[config.mk]
export PLATFORM = sky130hd
export DESIGN_NAME = board_specific_top
export DESIGN_NICKNAME = d
export VERILOG_FILES = /design/src/mic_meter_pkg.sv /design/src/mic3_spi_receiver.sv /design/src/peak_level_tracker.sv /design/src/level_display.sv /design/src/mic_meter_top.sv /design/src/board_specific_top.sv
export VERILOG_INCLUDE_DIRS = /design/src
export SDC_FILE = /design/constraint.sdc
export NUM_CORES = 1
export LEC_CHECK = 0
export ABC_CLOCK_PERIOD_IN_PS = 3800
export BUFFER_PORTS_ARGS = -buffer_cell sky130_fd_sc_hd__buf_4
export CORE_ASPECT_RATIO = 0.75
export CORE_MARGIN = 1.5
export CORE_UTILIZATION = 61
export CTS_CLUSTER_SIZE = 24
export DETAILED_ROUTE_END_ITERATION = 7
export GPL_TIMING_DRIVEN = 0
export PLACE_DENSITY = 0.8
export SLEW_MARGIN = 20
export SYNTH_ARGS = -nofsm -noshare
export SYNTH_HDL_FRONTEND = slang
export SYNTH_SLANG_ARGS = --single-unit
[constraint.sdc]
create_clock -name clk -period 3.8 [get_ports clk]
set_input_delay 0.76 -clock clk [delete_from_list [all_inputs] [get_ports clk]]
set_output_delay 0.76 -clock clk [all_outputs]
set_load 0.01 [all_outputs]
[src/mic_meter_settings.svh]
// Microphone level meter build settings for clock, SPI framing, peak window and display

`ifndef MIC_METER_SETTINGS_SVH
`define MIC_METER_SETTINGS_SVH

//----------------------------------------------------------
// Clock and PmodMIC3 SPI framing

`define MIC_CLK_MHZ      50    // System clock rate
`define MIC_SCK_HALF     4     // Clocks per sck half period
`define MIC_FRAME_BITS   16    // Bits per cs frame
`define MIC_CS_GAP       8     // Clocks of cs high between frames

//----------------------------------------------------------
// Level processing and display

`define MIC_PEAK_WINDOW  8     // Samples per peak window
`define MIC_LED_T0       256   // Bar graph thresholds
`define MIC_LED_T1       512
`define MIC_LED_T2       1024
`define MIC_LED_T3       1536
`define MIC_SCAN_DIV     16    // Clocks per lit digit

`endif

[src/mic_meter_pkg.sv]
// Shared types of the microphone level meter pipeline

package mic_meter_pkg;

    //----------------------------------------------------------
    // Datapath types

    // Distance of a sample from midscale, 0 to 2048
    typedef logic [11:0] magnitude_t;

    // Stage 1 to stage 2
    typedef struct packed {
        logic        valid;  // One-cycle pulse per frame
        logic [11:0] value;  // Offset binary, 2048 is silence
    } sample_t;

    // Stage 2 to stage 3
    typedef struct packed {
        logic       valid;   // One cycle after sample valid
        magnitude_t peak;    // Held peak of the current window
        magnitude_t mag;     // Magnitude of the latest sample
    } level_t;

    //----------------------------------------------------------
    // Control types

    typedef enum logic [1:0] {
        IDLE_GAP,            // cs high between frames
        SHIFT,               // cs low, sck running
        DONE                 // Frame captured, emit sample
    } spi_state_t;

endpackage

[src/mic3_spi_receiver.sv]
// PmodMIC3 SPI receiver that drives cs and sck and captures one 12-bit sample per frame

`timescale 1ns/1ps

`include "mic_meter_settings.svh"

module mic3_spi_receiver (
    input  logic                   clk,
    input  logic                   arst_n,
    input  logic                   mic_sdo,
    output logic                   mic_cs,
    output logic                   mic_sck,
    output mic_meter_pkg::sample_t sample
);

    localparam int HALF_W = $clog2(`MIC_SCK_HALF + 1);
    localparam int BIT_W  = $clog2(`MIC_FRAME_BITS + 1);
    localparam int GAP_W  = $clog2(`MIC_CS_GAP + 1);

    mic_meter_pkg::spi_state_t  state;
    logic [HALF_W-1:0]          half_cnt;
    logic [BIT_W-1:0]           bit_cnt;
    logic [GAP_W-1:0]           gap_cnt;
    logic [`MIC_FRAME_BITS-1:0] shift_reg;
    logic                       sample_valid;
    logic [11:0]                sample_value;

    wire half_end = (half_cnt == HALF_W'(`MIC_SCK_HALF - 1));
    wire last_bit = (bit_cnt == BIT_W'(`MIC_FRAME_BITS - 1));
    wire sck_rise = (state == mic_meter_pkg::SHIFT) && half_end && !mic_sck;

    //----------------------------------------------------------
    // Frame sequencing

    always_ff @(posedge clk or negedge arst_n) begin
        if (!arst_n) begin
            state        <= mic_meter_pkg::IDLE_GAP;
            mic_cs       <= 1'b1;
            mic_sck      <= 1'b1;                     // sck idles high
            half_cnt     <= '0;
            bit_cnt      <= '0;
            gap_cnt      <= '0;
            sample_valid <= 1'b0;
        end else begin
            sample_valid <= 1'b0;
            case (state)
                mic_meter_pkg::IDLE_GAP: begin
                    if (gap_cnt == GAP_W'(`MIC_CS_GAP - 1)) begin
                        gap_cnt  <= '0;
                        half_cnt <= '0;
                        bit_cnt  <= '0;
                        mic_cs   <= 1'b0;             // Frame starts
                        state    <= mic_meter_pkg::SHIFT;
                    end else begin
                        gap_cnt <= gap_cnt + 1'b1;
                    end
                end
                mic_meter_pkg::SHIFT: begin
                    if (half_end) begin
                        half_cnt <= '0;
                        mic_sck  <= ~mic_sck;
                        if (sck_rise) begin
                            bit_cnt <= bit_cnt + 1'b1;
                            if (last_bit)
                                state <= mic_meter_pkg::DONE;
                        end
                    end else begin
                        half_cnt <= half_cnt + 1'b1;
                    end
                end
                mic_meter_pkg::DONE: begin
                    sample_valid <= 1'b1;             // One clock after last rise
                    mic_cs       <= 1'b1;
                    state        <= mic_meter_pkg::IDLE_GAP;
                end
                default: state <= mic_meter_pkg::IDLE_GAP;
            endcase
        end
    end

    //----------------------------------------------------------
    // Data capture, MSB first on each sck rise

    always_ff @(posedge clk) begin
        if (sck_rise)
            shift_reg <= {shift_reg[`MIC_FRAME_BITS-2:0], mic_sdo};
        if (state == mic_meter_pkg::DONE)
            sample_value <= shift_reg[11:0];          // Drop the four leading zeros
    end

    assign sample = '{valid: sample_valid, value: sample_value};

endmodule

[src/peak_level_tracker.sv]
// Peak tracker that turns each sample into a magnitude and holds its peak per window

`timescale 1ns/1ps

`include "mic_meter_settings.svh"

module peak_level_tracker (
    input  logic                   clk,
    input  logic                   arst_n,
    input  mic_meter_pkg::sample_t sample,
    output mic_meter_pkg::level_t  level
);

    localparam int          WIN_W    = $clog2(`MIC_PEAK_WINDOW + 1);
    localparam logic [11:0] MIDSCALE = 12'd2048;

    mic_meter_pkg::magnitude_t mag;
    mic_meter_pkg::magnitude_t peak_next;
    logic [WIN_W-1:0]          win_cnt;
    logic                      win_first;

    //----------------------------------------------------------
    // Magnitude and peak selection

    always_comb begin
        if (sample.value >= MIDSCALE)
            mag = sample.value - MIDSCALE;
        else
            mag = MIDSCALE - sample.value;            // Up to 2048 for code 0
    end

    assign win_first = (win_cnt == '0);

    always_comb begin
        if (win_first || (mag > level.peak))
            peak_next = mag;                          // New window restarts the peak
        else
            peak_next = level.peak;
    end

    //----------------------------------------------------------
    // Window counter and output register

    always_ff @(posedge clk or negedge arst_n) begin
        if (!arst_n) begin
            win_cnt <= '0;
            level   <= '0;
        end else begin
            level.valid <= sample.valid;
            if (sample.valid) begin
                level.peak <= peak_next;
                level.mag  <= mag;
                if (win_cnt == WIN_W'(`MIC_PEAK_WINDOW - 1))
                    win_cnt <= '0;
                else
                    win_cnt <= win_cnt + 1'b1;
            end
        end
    end

endmodule

[src/level_display.sv]
// Level display with a scanned four-digit hex readout of the peak and a LED bar graph

`timescale 1ns/1ps

`include "mic_meter_settings.svh"

module level_display (
    input  logic                  clk,
    input  logic                  arst_n,
    input  mic_meter_pkg::level_t level,
    output logic [3:0]            led,
    output logic [7:0]            abcdefgh,
    output logic [3:0]            digit
);

    localparam int SCAN_W = $clog2(`MIC_SCAN_DIV + 1);

    mic_meter_pkg::magnitude_t peak_q;
    logic [SCAN_W-1:0]         scan_cnt;
    logic [1:0]                digit_idx;
    logic [15:0]               peak_hex;
    logic [3:0]                nibble;

    //----------------------------------------------------------
    // Peak latch and bar graph

    always_ff @(posedge clk or negedge arst_n) begin
        if (!arst_n) begin
            peak_q <= '0;
            led    <= '0;
        end else if (level.valid) begin
            peak_q <= level.peak;
            led[0] <= (level.peak >= 12'(`MIC_LED_T0));
            led[1] <= (level.peak >= 12'(`MIC_LED_T1));
            led[2] <= (level.peak >= 12'(`MIC_LED_T2));
            led[3] <= (level.peak >= 12'(`MIC_LED_T3));
        end
    end

    //----------------------------------------------------------
    // Digit scan

    always_ff @(posedge clk or negedge arst_n) begin
        if (!arst_n) begin
            scan_cnt  <= '0;
            digit_idx <= '0;
        end else if (scan_cnt == SCAN_W'(`MIC_SCAN_DIV - 1)) begin
            scan_cnt  <= '0;
            digit_idx <= digit_idx + 1'b1;            // Next digit
        end else begin
            scan_cnt <= scan_cnt + 1'b1;
        end
    end

    assign peak_hex = {4'h0, peak_q};
    assign nibble   = peak_hex[digit_idx * 4 +: 4];   // Digit 0 is the low nibble
    assign digit    = 4'b0001 << digit_idx;

    // Segments a to g from the MSB, dot always off
    always_comb begin
        case (nibble)
            4'h0:    abcdefgh = 8'b1111_1100;
            4'h1:    abcdefgh = 8'b0110_0000;
            4'h2:    abcdefgh = 8'b1101_1010;
            4'h3:    abcdefgh = 8'b1111_0010;
            4'h4:    abcdefgh = 8'b0110_0110;
            4'h5:    abcdefgh = 8'b1011_0110;
            4'h6:    abcdefgh = 8'b1011_1110;
            4'h7:    abcdefgh = 8'b1110_0000;
            4'h8:    abcdefgh = 8'b1111_1110;
            4'h9:    abcdefgh = 8'b1111_0110;
            4'ha:    abcdefgh = 8'b1110_1110;
            4'hb:    abcdefgh = 8'b0011_1110;
            4'hc:    abcdefgh = 8'b1001_1100;
            4'hd:    abcdefgh = 8'b0111_1010;
            4'he:    abcdefgh = 8'b1001_1110;
            default: abcdefgh = 8'b1000_1110;         // F
        endcase
    end

endmodule

[src/mic_meter_top.sv]
// Microphone level meter core chaining the SPI receiver, peak tracker and display

`timescale 1ns/1ps

module mic_meter_top (
    input  logic       clk,
    input  logic       arst_n,

    input  logic       mic_sdo,
    output logic       mic_cs,
    output logic       mic_sck,

    output logic [3:0] led,
    output logic [7:0] abcdefgh,
    output logic [3:0] digit
);

    mic_meter_pkg::sample_t sample;
    mic_meter_pkg::level_t  level;

    //----------------------------------------------------------
    // Three-stage pipeline

    mic3_spi_receiver i_mic3_spi_receiver (
        .clk     ( clk     ),
        .arst_n  ( arst_n  ),
        .mic_sdo ( mic_sdo ),
        .mic_cs  ( mic_cs  ),
        .mic_sck ( mic_sck ),
        .sample  ( sample  )
    );

    peak_level_tracker i_peak_level_tracker (
        .clk    ( clk    ),
        .arst_n ( arst_n ),
        .sample ( sample ),
        .level  ( level  )
    );

    level_display i_level_display (
        .clk      ( clk      ),
        .arst_n   ( arst_n   ),
        .level    ( level    ),
        .led      ( led      ),
        .abcdefgh ( abcdefgh ),
        .digit    ( digit    )
    );

endmodule

[src/board_specific_top.sv]
// Board pin adapter for the level meter with active-low LED, segment and digit outputs

`timescale 1ns/1ps

module board_specific_top (
    input  logic       clk,
    input  logic       arst_n,

    input  logic       mic_sdo,     // PmodMIC3 data out
    output logic       mic_cs,
    output logic       mic_sck,

    output logic [3:0] led,         // Active low
    output logic [7:0] seg,         // Active low
    output logic [3:0] dig          // Active low
);

    logic [3:0] top_led;
    logic [7:0] abcdefgh;
    logic [3:0] digit;

    //----------------------------------------------------------

    mic_meter_top i_mic_meter_top (
        .clk      ( clk      ),
        .arst_n   ( arst_n   ),
        .mic_sdo  ( mic_sdo  ),
        .mic_cs   ( mic_cs   ),
        .mic_sck  ( mic_sck  ),
        .led      ( top_led  ),
        .abcdefgh ( abcdefgh ),
        .digit    ( digit    )
    );

    //----------------------------------------------------------
    // Board drives these pins low to light them

    assign led = ~top_led;
    assign seg = ~abcdefgh;
    assign dig = ~digit;

endmodule

==> results of run 1 <==
==> worst max-delay path: cells and delay by family (launching register included) <==
kind                     cells  cell delay, ps
adder cells (fa/ha/maj)      1             230
AND/OR/NAND/NOR              3             420
buffers and inverters        3             530
AO/OA/AOI/OAI                2             510
multiplexers                 1             220
flip-flops                   1             380
==> power groups by stage <==
stage          Sequential [mW]  Clock, mW  Combinational, mW
3_5_place_dp             0.911          0             0.0147
2_1_floorplan            0.911          0            0.00119
6_report                 0.893      0.671             0.0136
3_3_place_gp             0.911          0             0.0146
4_1_cts                  0.892      0.692             0.0146
5_1_grt                  0.892      0.728             0.0170
==> layout make-up <==
class	count	area, um^2
plain buffers	7	47.5
clock buffers	10	128
clock inverters	6	91.3
fillers	424	1860
inverters	32	120
multi-input cells	217	1650
flip-flops and latches	81	2150
well taps	81	101
repair buffers	19	143
==> routing by layer <==
| metal | part of all wire [%] | track usage (%) | wire length, um |
|---|---|---|---|
| met4 | 1.4 | 6.86 | 85 |
| met5 | 0 | 0 | 0 |
| met2 | 43 | 31.1 | 2670 |
| met3 | 3.9 | 5.63 | 240 |
| met1 | 51 | 29.4 | 3180 |
==> cells in the final DEF (no fill, tap or decap), drive strengths merged, types with 3 or more instances in the layout <==
cell type | synthesis | layout
nor3b | 3 | 3
and2 | 3 | 3
a21oi | 17 | 17
nand3 | 6 | 6
clkinvlp | 0 | 3
nand4 | 6 | 6
o21ai | 16 | 16
mux2i | 5 | 5
clkbuf | 4 | 14
inv | 32 | 33
buf | 3 | 22
edfxtp | 24 | 24
mux2 | 26 | 26
nand2 | 24 | 24
xnor2 | 5 | 5
ha | 29 | 29
nor3 | 6 | 6
nor2b | 5 | 5
nor2 | 23 | 23
dfrtp | 55 | 55
a21o | 4 | 4
and3 | 3 | 3
xor2 | 11 | 11
==> worst paths after layout <==
path / to / slack [ps] / cells after the start
min in group asynchronous: i_mic_meter_top.i_level_display.led[2] / 440 / 1
worst min register to register: register / 420 / 0
worst min-delay path: register / 420 / 0
max in group asynchronous: i_mic_meter_top.i_level_display.peak_q[10] / 2880 / 1
worst max register to register: i_mic_meter_top.i_peak_level_tracker.level[14] / 450 / 11
worst max-delay path: seg[4] / 400 / 10
==> cells by family after synthesis <==
group | after synthesis | share of synthesized area (%)
simple gates | 87 | 10.5
flops | 81 | 54.3
compound gates | 53 | 8.56
buf+inv | 39 | 4.23
mux | 31 | 9.60
fa+ha+maj | 29 | 9.16
xor+xnor | 16 | 3.54
other cells | 1 | 0.0947
==> impl_metrics.json, run 1 <==
{
  "status": "complete, no violations",
  "largest_register_ff_count": 13,
  "power.internal_mw": 1.27,
  "row_count": 25,
  "insertion_delay_ps": 350,
  "track_usage_pct": 20.7,
  "hpwlAfterDp_um": 4550,
  "drtPass1Iterations": 4,
  "yosysWarnings": 0,
  "clockRootBuffer": "clkbuf_8",
  "dieArea_um2": 6990,
  "cap_violations": 0,
  "crit_path_cell_trace": "buf_2 -> mux2i_1 -> nor2_1 -> a21oi_1 -> inv_1 -> ha_1 -> and2_1 -> nor3b_1 -> a21oi_1 -> buf_4",
  "ys_seq_area_share_pct": 54.3,
  "fin_nets": 399,
  "worstSetupPathType": "reg2out",
  "core-area_um2": 6290,
  "worst-path-max-fanout": 8,
  "holdWs_ps": 424,
  "ys_ff_latch": 81,
  "antenna_cells": 0,
  "combPwrFrac_pct": 0.9,
  "fp.dieH_um": 72.8,
  "initial_utilization_pct": 63.0,
  "cp-end-kind": "primary output",
  "yosys-top-cells-area": "dfrtp_1, edfxtp_1, ha_1",
  "swShare_pct": 19.7,
  "dieWidth_um": 96.0,
  "ios": 21,
  "synthFlopType": "dfrtp_1",
  "hold_viol_final": 0,
  "clk_pin_slew_ps": 80,
  "via_count": 2427,
  "cts_setup_buffers": 0,
  "grt_pass1_wl_um": 10900,
  "final_core_util_pct": 70.4,
  "syn_area_um2": 3960,
  "cts_resized": 0,
  "grt_setup_unrepaired": "no",
  "yosys.area.top_type": "dfrtp_1",
  "ant_nets": 0,
  "gp_congestion": 0.891,
  "antenna_found_initial": 0,
  "setup_slack_ps": 400,
  "hp-start": "i_mic_meter_top.i_mic3_spi_receiver.shift_reg[11]",
  "power_density_nw_per_um2": 356,
  "grt-ovfl-total": 0,
  "critPathArrivalTime_ps": 2640,
  "setup_tns_ps": 0,
  "timing.slew.headroom_pct": 51.8,
  "grt_max_degree": 58,
  "cp-start-kind": "register",
  "stdcell_count": 453,
  "area_growth_pct": 11.8,
  "finalWirelength_um": 6170,
  "port_buffers": 19,
  "crit_required_ps": 3040,
  "switchingPower_mw": 0.311,
  "drtIter0Drc": 115,
  "p_total_mw": 1.58,
  "wire_per_inst_um": 13.6,
  "synth_top_area_share_pct": 34.8,
  "drv_slew": 0,
  "hp-class": "reg2reg",
  "skew_ps": 9.30,
  "synthTopCellsByCount": "dfrtp_1, inv_1, ha_1",
  "numCtsBuffers": 9,
  "max-vdd-ir-drop_mv": 0.312,
  "top_register": "i_mic_meter_top.i_peak_level_tracker.level",
  "place_inst": 437,
  "synth-async-reset-ratio_pct": 70.4,
  "p_leak_nw": 2.02,
  "p_seq_share_pct": 56.6,
  "synth_edf_count": 24,
  "synth_fp_nets": 369,
  "setup_viol": 0,
  "crit_slowest_cell": "a21oi_1",
  "via_per_inst": 5.36,
  "drc_errors": 0,
  "post-route-period-util_pct": 89.5,
  "fmax_mhz": 294,
  "postCtsHoldBufs": 0,
  "pwr-share-clk_pct": 42.6,
  "numClockSinks": 81,
  "critPathLaunch": "i_mic_meter_top.i_level_display.digit_idx[1]",
  "worst_slew_pin_slew_ps": 716,
  "grt_pass1_vias": 2341,
  "syn_inst": 337,
  "ys_types": 46,
  "yosysMostFrequentCell": "dfrtp_1",
  "place_area_um2": 4200,
  "clock_path_buffers": 2,
  "cts_tree": "done",
  "drive_gt1_share_pct": 18.3,
  "slowest_delay_ps": 430,
  "crit_top_cell": "a21oi_1",
  "finalInstanceArea_um2": 4430,
  "dp_slack_ps": 478,
  "htreeDepth": 3,
  "layout_min_cycle_time_ps": 3400,
  "syn_area_per_cell_um2": 11.8
}
(Power assumes the default switching activity.)
==> inputs of run 2 (changes only) <==
--- a/config.mk
+++ b/config.mk
@@ -15,6 +15,7 @@
 export DETAILED_ROUTE_END_ITERATION = 7
 export GPL_TIMING_DRIVEN = 0
 export PLACE_DENSITY = 0.8
+export REMOVE_ABC_BUFFERS = 1
 export SLEW_MARGIN = 20
 export SYNTH_ARGS = -nofsm -noshare
 export SYNTH_HDL_FRONTEND = slang
==> run 2 against run 1 <==
Compared with the run above: setup slack better by 44 ps; die area stayed put; first-iteration DRC count is 8.7% higher; power is 5.0% lower; utilization is 1.3 points lower; maximum frequency is 1.3% higher; clock power is 12% lower; worst hold slack worse by 3.6 ps; global-route usage is 0.087 points higher; final cell count is 1.5% lower; critical path type unchanged; largest power group unchanged.
==> impl_metrics.json, run 2 (same netlist as run 1, synthesis figures left out) <==
{
  "drc_errors": 0,
  "finalInstanceArea_um2": 4350,
  "clock_path_buffers": 2,
  "critical_path_depth": 9,
  "area_growth_pct": 9.76,
  "hp-start": "i_mic_meter_top.i_mic3_spi_receiver.shift_reg[11]",
  "timing.slew.headroom_pct": 52.5,
  "numCtsBuffers": 9,
  "largest_register_ff_count": 13,
  "antenna_found_initial": 0,
  "finalWirelength_um": 6290,
  "fp.dieH_um": 72.8,
  "ant_nets": 0,
  "clk_pin_slew_ps": 80,
  "postCtsHoldBufs": 0,
  "post-route-period-util_pct": 88.3,
  "critPathArrivalTime_ps": 2600,
  "skew_ps": 9.63,
  "drive_gt1_share_pct": 17.3,
  "top_register": "i_mic_meter_top.i_peak_level_tracker.level",
  "p_total_mw": 1.50,
  "layout_min_cycle_time_ps": 3360,
  "cts_tree": "done",
  "drtPass1Iterations": 4,
  "p_leak_nw": 1.98,
  "cts_setup_buffers": 0,
  "port_buffers": 19,
  "cp-start-kind": "register",
  "wire_per_inst_um": 14.1,
  "hp-class": "reg2reg",
  "crit_top_cell": "a21oi_1",
  "dp_slack_ps": 582,
  "crit_path_cell_trace": "mux2i_1 -> nor2_1 -> a21oi_1 -> inv_1 -> ha_1 -> and2_1 -> nor3b_1 -> a21oi_1 -> buf_4",
  "grt_setup_unrepaired": "no",
  "ios": 21,
  "drtIter0Drc": 125,
  "crit_required_ps": 3040,
  "place_area_um2": 4160,
  "htreeDepth": 3,
  "antenna_cells": 0,
  "via_per_inst": 5.45,
  "via_count": 2429,
  "worstSetupPathType": "reg2out",
  "crit_slowest_cell": "dfrtp_1",
  "row_count": 25,
  "hpwlAfterDp_um": 4510,
  "status": "complete, no violations",
  "fmax_mhz": 298,
  "max-vdd-ir-drop_mv": 0.308,
  "clockRootBuffer": "clkbuf_8",
  "hold_viol_final": 0,
  "drv_slew": 0,
  "reg2reg_depth": 10,
  "final_core_util_pct": 69.1,
  "track_usage_pct": 20.8,
  "cts_resized": 0,
  "grt-ovfl-total": 0,
  "holdWs_ps": 420,
  "power_density_nw_per_um2": 345,
  "setup_slack_ps": 444,
  "grt_pass1_vias": 2287,
  "fin_nets": 392,
  "setup_viol": 0,
  "numClockSinks": 81,
  "critPathLaunch": "i_mic_meter_top.i_level_display.digit_idx[1]",
  "dieArea_um2": 6990,
  "setup_tns_ps": 0,
  "gp_congestion": 0.759,
  "layout_commonest_cell": "dfrtp_1",
  "initial_utilization_pct": 63.0,
  "crit_family": "flip-flops",
  "worst-path-max-fanout": 10,
  "holdPathStages": 0,
  "worst-path-buf-inv": 2,
  "stdcell_count": 446,
  "worst_slew_pin_slew_ps": 706,
  "core-area_um2": 6290,
  "mostFrequentLayoutCells": "dfrtp_1, inv_1, ha_1",
  "place_inst": 430,
  "insertion_delay_ps": 350,
  "grt_max_degree": 58,
  "slowest_delay_ps": 610,
  "cp-end-kind": "primary output",
  "cap_violations": 0,
  "dieWidth_um": 96.0,
  "grt_pass1_wl_um": 10700
}
==> run 2: changes by cell type in the layout (fill, tap and decap cells not counted) <==
cell	delta
clkbuf_1	-3
buf_12	-1
buf_2	-1
buf_4	-1
bufinv_16	-1
clkinv_1	+1
inv_6	-1
==> run 2: where the power goes <==
| part | internal, mW | leakage (nW) | switching [mW] |
|---|---|---|---|
| combinational | 0.00128 | 0.930 | 0.0116 |
| sequential | 0.893 | 0.971 | 0 |
| clock | 0.301 | 0.0832 | 0.291 |
==> run 2: cell type report <==
class	count	area, um^2
Sequential cell	81	2150
Clock buffer	11	131
Clock inverter	5	56.3
Fill cell	483	1940
Timing Repair Buffer	19	143
Inverter	32	120
Tap cell	81	101
Multi-Input combinational cell	217	1650
==> run 2: path summary, 6_finish.rpt <==
kind                                                                        end  slack, ps
worst min-delay path                                                   register        420
min in group asynchronous                i_mic_meter_top.i_level_display.led[0]        440
worst max register to register   i_mic_meter_top.i_peak_level_tracker.level[21]        570
worst max-delay path                                                     seg[4]        440
max in group asynchronous       i_mic_meter_top.i_mic3_spi_receiver.half_cnt[1]       2870
worst min register to register                                         register        420
==> run 2: per-layer routing <==
layer	share of wire (%)	track usage [%]	vias to the layer above
li1	-	-	1227
met1	50	29.3	1156
met2	45	30.6	37
met3	4.0	6.56	9
met4	1.3	7.52	0
met5	0	0	-
==> run 2: worst register-to-register path, stage by stage (launching register included) <==
cell and delay, ps:
edfxtp_1 430, or4_1 560, nor3_1 190, a21oi_1 110, xor2_1 240, ha_1 310
a21oi_2 150, nand2_1 60, a211o_1 290, o31a_4 440, mux2_4 330
==> inputs of run 3 (changes only) <==
--- a/config.mk
+++ b/config.mk
@@ -7,7 +7,7 @@
 export NUM_CORES = 1
 export LEC_CHECK = 0
 export ABC_CLOCK_PERIOD_IN_PS = 3800
-export BUFFER_PORTS_ARGS = -buffer_cell sky130_fd_sc_hd__buf_4
+export BUFFER_PORTS_ARGS = -buffer_cell sky130_fd_sc_hd__buf_2
 export CORE_ASPECT_RATIO = 0.75
 export CORE_MARGIN = 1.5
 export CORE_UTILIZATION = 61
==> run 3 against run 2 <==
Compared with the run above: clock power grew 2%; highest routed layer unchanged; register-to-register slack got worse by 70 ps; largest cell class unchanged; sequential share of layout area is 0.47 points higher; global-route usage decreased by 0.19 points; utilization decreased by 0.66 points; critical path type unchanged; sequential power about the same; via count rose by 0.99%; critical endpoint unchanged; maximum frequency decreased by 0.64%; worst hold slack better by 9.3 ps; final cell count is the same.
==> impl_metrics.json, run 3 (same netlist as run 1, synthesis figures left out) <==
{
  "power_density_nw_per_um2": 351,
  "antenna_cells": 0,
  "setup_tns_ps": 0,
  "dieArea_um2": 6990,
  "worst-path-max-fanout": 10,
  "initial_utilization_pct": 63.0,
  "skew_ps": 9.01,
  "setup_viol": 0,
  "area_growth_pct": 8.72,
  "drc_errors": 0,
  "crit_top_cell": "a21oi_1",
  "finalWirelength_um": 6330,
  "stdcell_count": 446,
  "fin_nets": 392,
  "cts_setup_buffers": 0,
  "crit_required_ps": 3040,
  "grt-ovfl-total": 0,
  "ant_nets": 0,
  "hp-class": "reg2reg",
  "holdWs_ps": 429,
  "hold_viol_final": 0,
  "worstSetupPathType": "reg2out",
  "mostFrequentLayoutCells": "dfrtp_1, inv_1, ha_1",
  "htreeDepth": 3,
  "insertion_delay_ps": 350,
  "dieWidth_um": 96.0,
  "hpwlAfterDp_um": 4570,
  "slowest_delay_ps": 620,
  "p_total_mw": 1.51,
  "crit_slowest_cell": "dfrtp_1",
  "via_count": 2453,
  "clock_path_buffers": 2,
  "place_inst": 430,
  "cts_tree": "done",
  "core-area_um2": 6290,
  "grt_setup_unrepaired": "no",
  "timing.slew.headroom_pct": 49.1,
  "track_usage_pct": 20.6,
  "fmax_mhz": 296,
  "numClockSinks": 81,
  "fp.dieH_um": 72.8,
  "p_leak_nw": 1.98,
  "drive_gt1_share_pct": 17.3,
  "crit_family": "flip-flops",
  "wire_per_inst_um": 14.2,
  "worst_slew_pin_slew_ps": 756,
  "critPathArrivalTime_ps": 2620,
  "grt_pass1_vias": 2264,
  "grt_max_degree": 58,
  "cts_resized": 0,
  "port_buffers": 19,
  "drtPass1Iterations": 4,
  "max-vdd-ir-drop_mv": 0.263,
  "layout_commonest_cell": "dfrtp_1",
  "via_per_inst": 5.50,
  "grt_pass1_wl_um": 10800,
  "antenna_found_initial": 0,
  "row_count": 25,
  "drtIter0Drc": 193,
  "top_register": "i_mic_meter_top.i_peak_level_tracker.level",
  "layout_min_cycle_time_ps": 3380,
  "postCtsHoldBufs": 0,
  "largest_register_ff_count": 13,
  "drv_slew": 0,
  "status": "complete, no violations",
  "clk_pin_slew_ps": 80,
  "crit_path_cell_trace": "mux2i_1 -> nor2_1 -> a21oi_1 -> inv_1 -> ha_1 -> and2_1 -> nor3b_1 -> a21oi_1 -> buf_2",
  "numCtsBuffers": 9,
  "place_area_um2": 4110,
  "post-route-period-util_pct": 88.9,
  "worst-path-buf-inv": 2,
  "clockRootBuffer": "clkbuf_8",
  "cap_violations": 0,
  "gp_congestion": 0.743,
  "finalInstanceArea_um2": 4310,
  "cp-end-kind": "primary output",
  "ios": 21,
  "cp-start-kind": "register"
}
[run 3: per-layer routing]
metal | vias to the layer above | GRT usage, % | part of all wire (%)
li1 | 1221 | - | -
met1 | 1185 | 29.3 | 51
met2 | 42 | 30.0 | 44
met3 | 5 | 7.50 | 3.8
met4 | 0 | 5.88 | 0.92
met5 | - | 0 | 0
[run 3: where the power goes]
| group | internal (mW) | leakage (nW) | total (mW) | switching [mW] |
|---|---|---|---|---|
| clock network | 0.321 | 0.0936 | 0.605 | 0.284 |
| registers | 0.893 | 0.971 | 0.893 | 0 |
| logic | 0.00100 | 0.916 | 0.0124 | 0.0114 |
[run 3: path summary, 6_finish.rpt]
check,startpoint,endpoint,slack [ps],cells after the start
worst max-delay path,i_mic_meter_top.i_level_display.digit_idx[1],seg[4],420,9
worst min-delay path,i_mic_meter_top.i_mic3_spi_receiver.shift_reg[11],register,430,0
worst max register to register,register,i_mic_meter_top.i_peak_level_tracker.level[23],500,11
worst min register to register,i_mic_meter_top.i_mic3_spi_receiver.shift_reg[11],register,430,0
max in group asynchronous,arst_n,i_mic_meter_top.i_level_display.scan_cnt[1],2880,1
min in group asynchronous,arst_n,i_mic_meter_top.i_level_display.led[0],450,1
[run 3: stage by stage]
stage / utilization (%) / setup WS, ps
after floorplan: - / 775
after global placement: 65.4 / 641
after detailed placement: 65.4 / 509
after CTS: 68.4 / 468
after global routing: 68.5 / 263
final: 68.5 / 422
[run 3: final cells by class]
type / instances / area [um^2]
sequential: 81 / 2150
fill: 471 / 1980
multi-input combinational: 217 / 1650
clock buffer: 13 / 149
inverter: 32 / 120
tap: 81 / 101
timing repair buffer: 19 / 97.6
clock inverter: 3 / 42.5
[run 3: worst reg2reg max path, cell delays in order (launching register included)]
cell and delay [ps]:
edfxtp_1 440, inv_1 110, ha_1 170, nor3b_1 470, a21oi_1 150, xor2_1 190
ha_1 360, a21oi_2 160, nand2_1 70, a211o_1 300, o31a_4 430, mux2_4 330
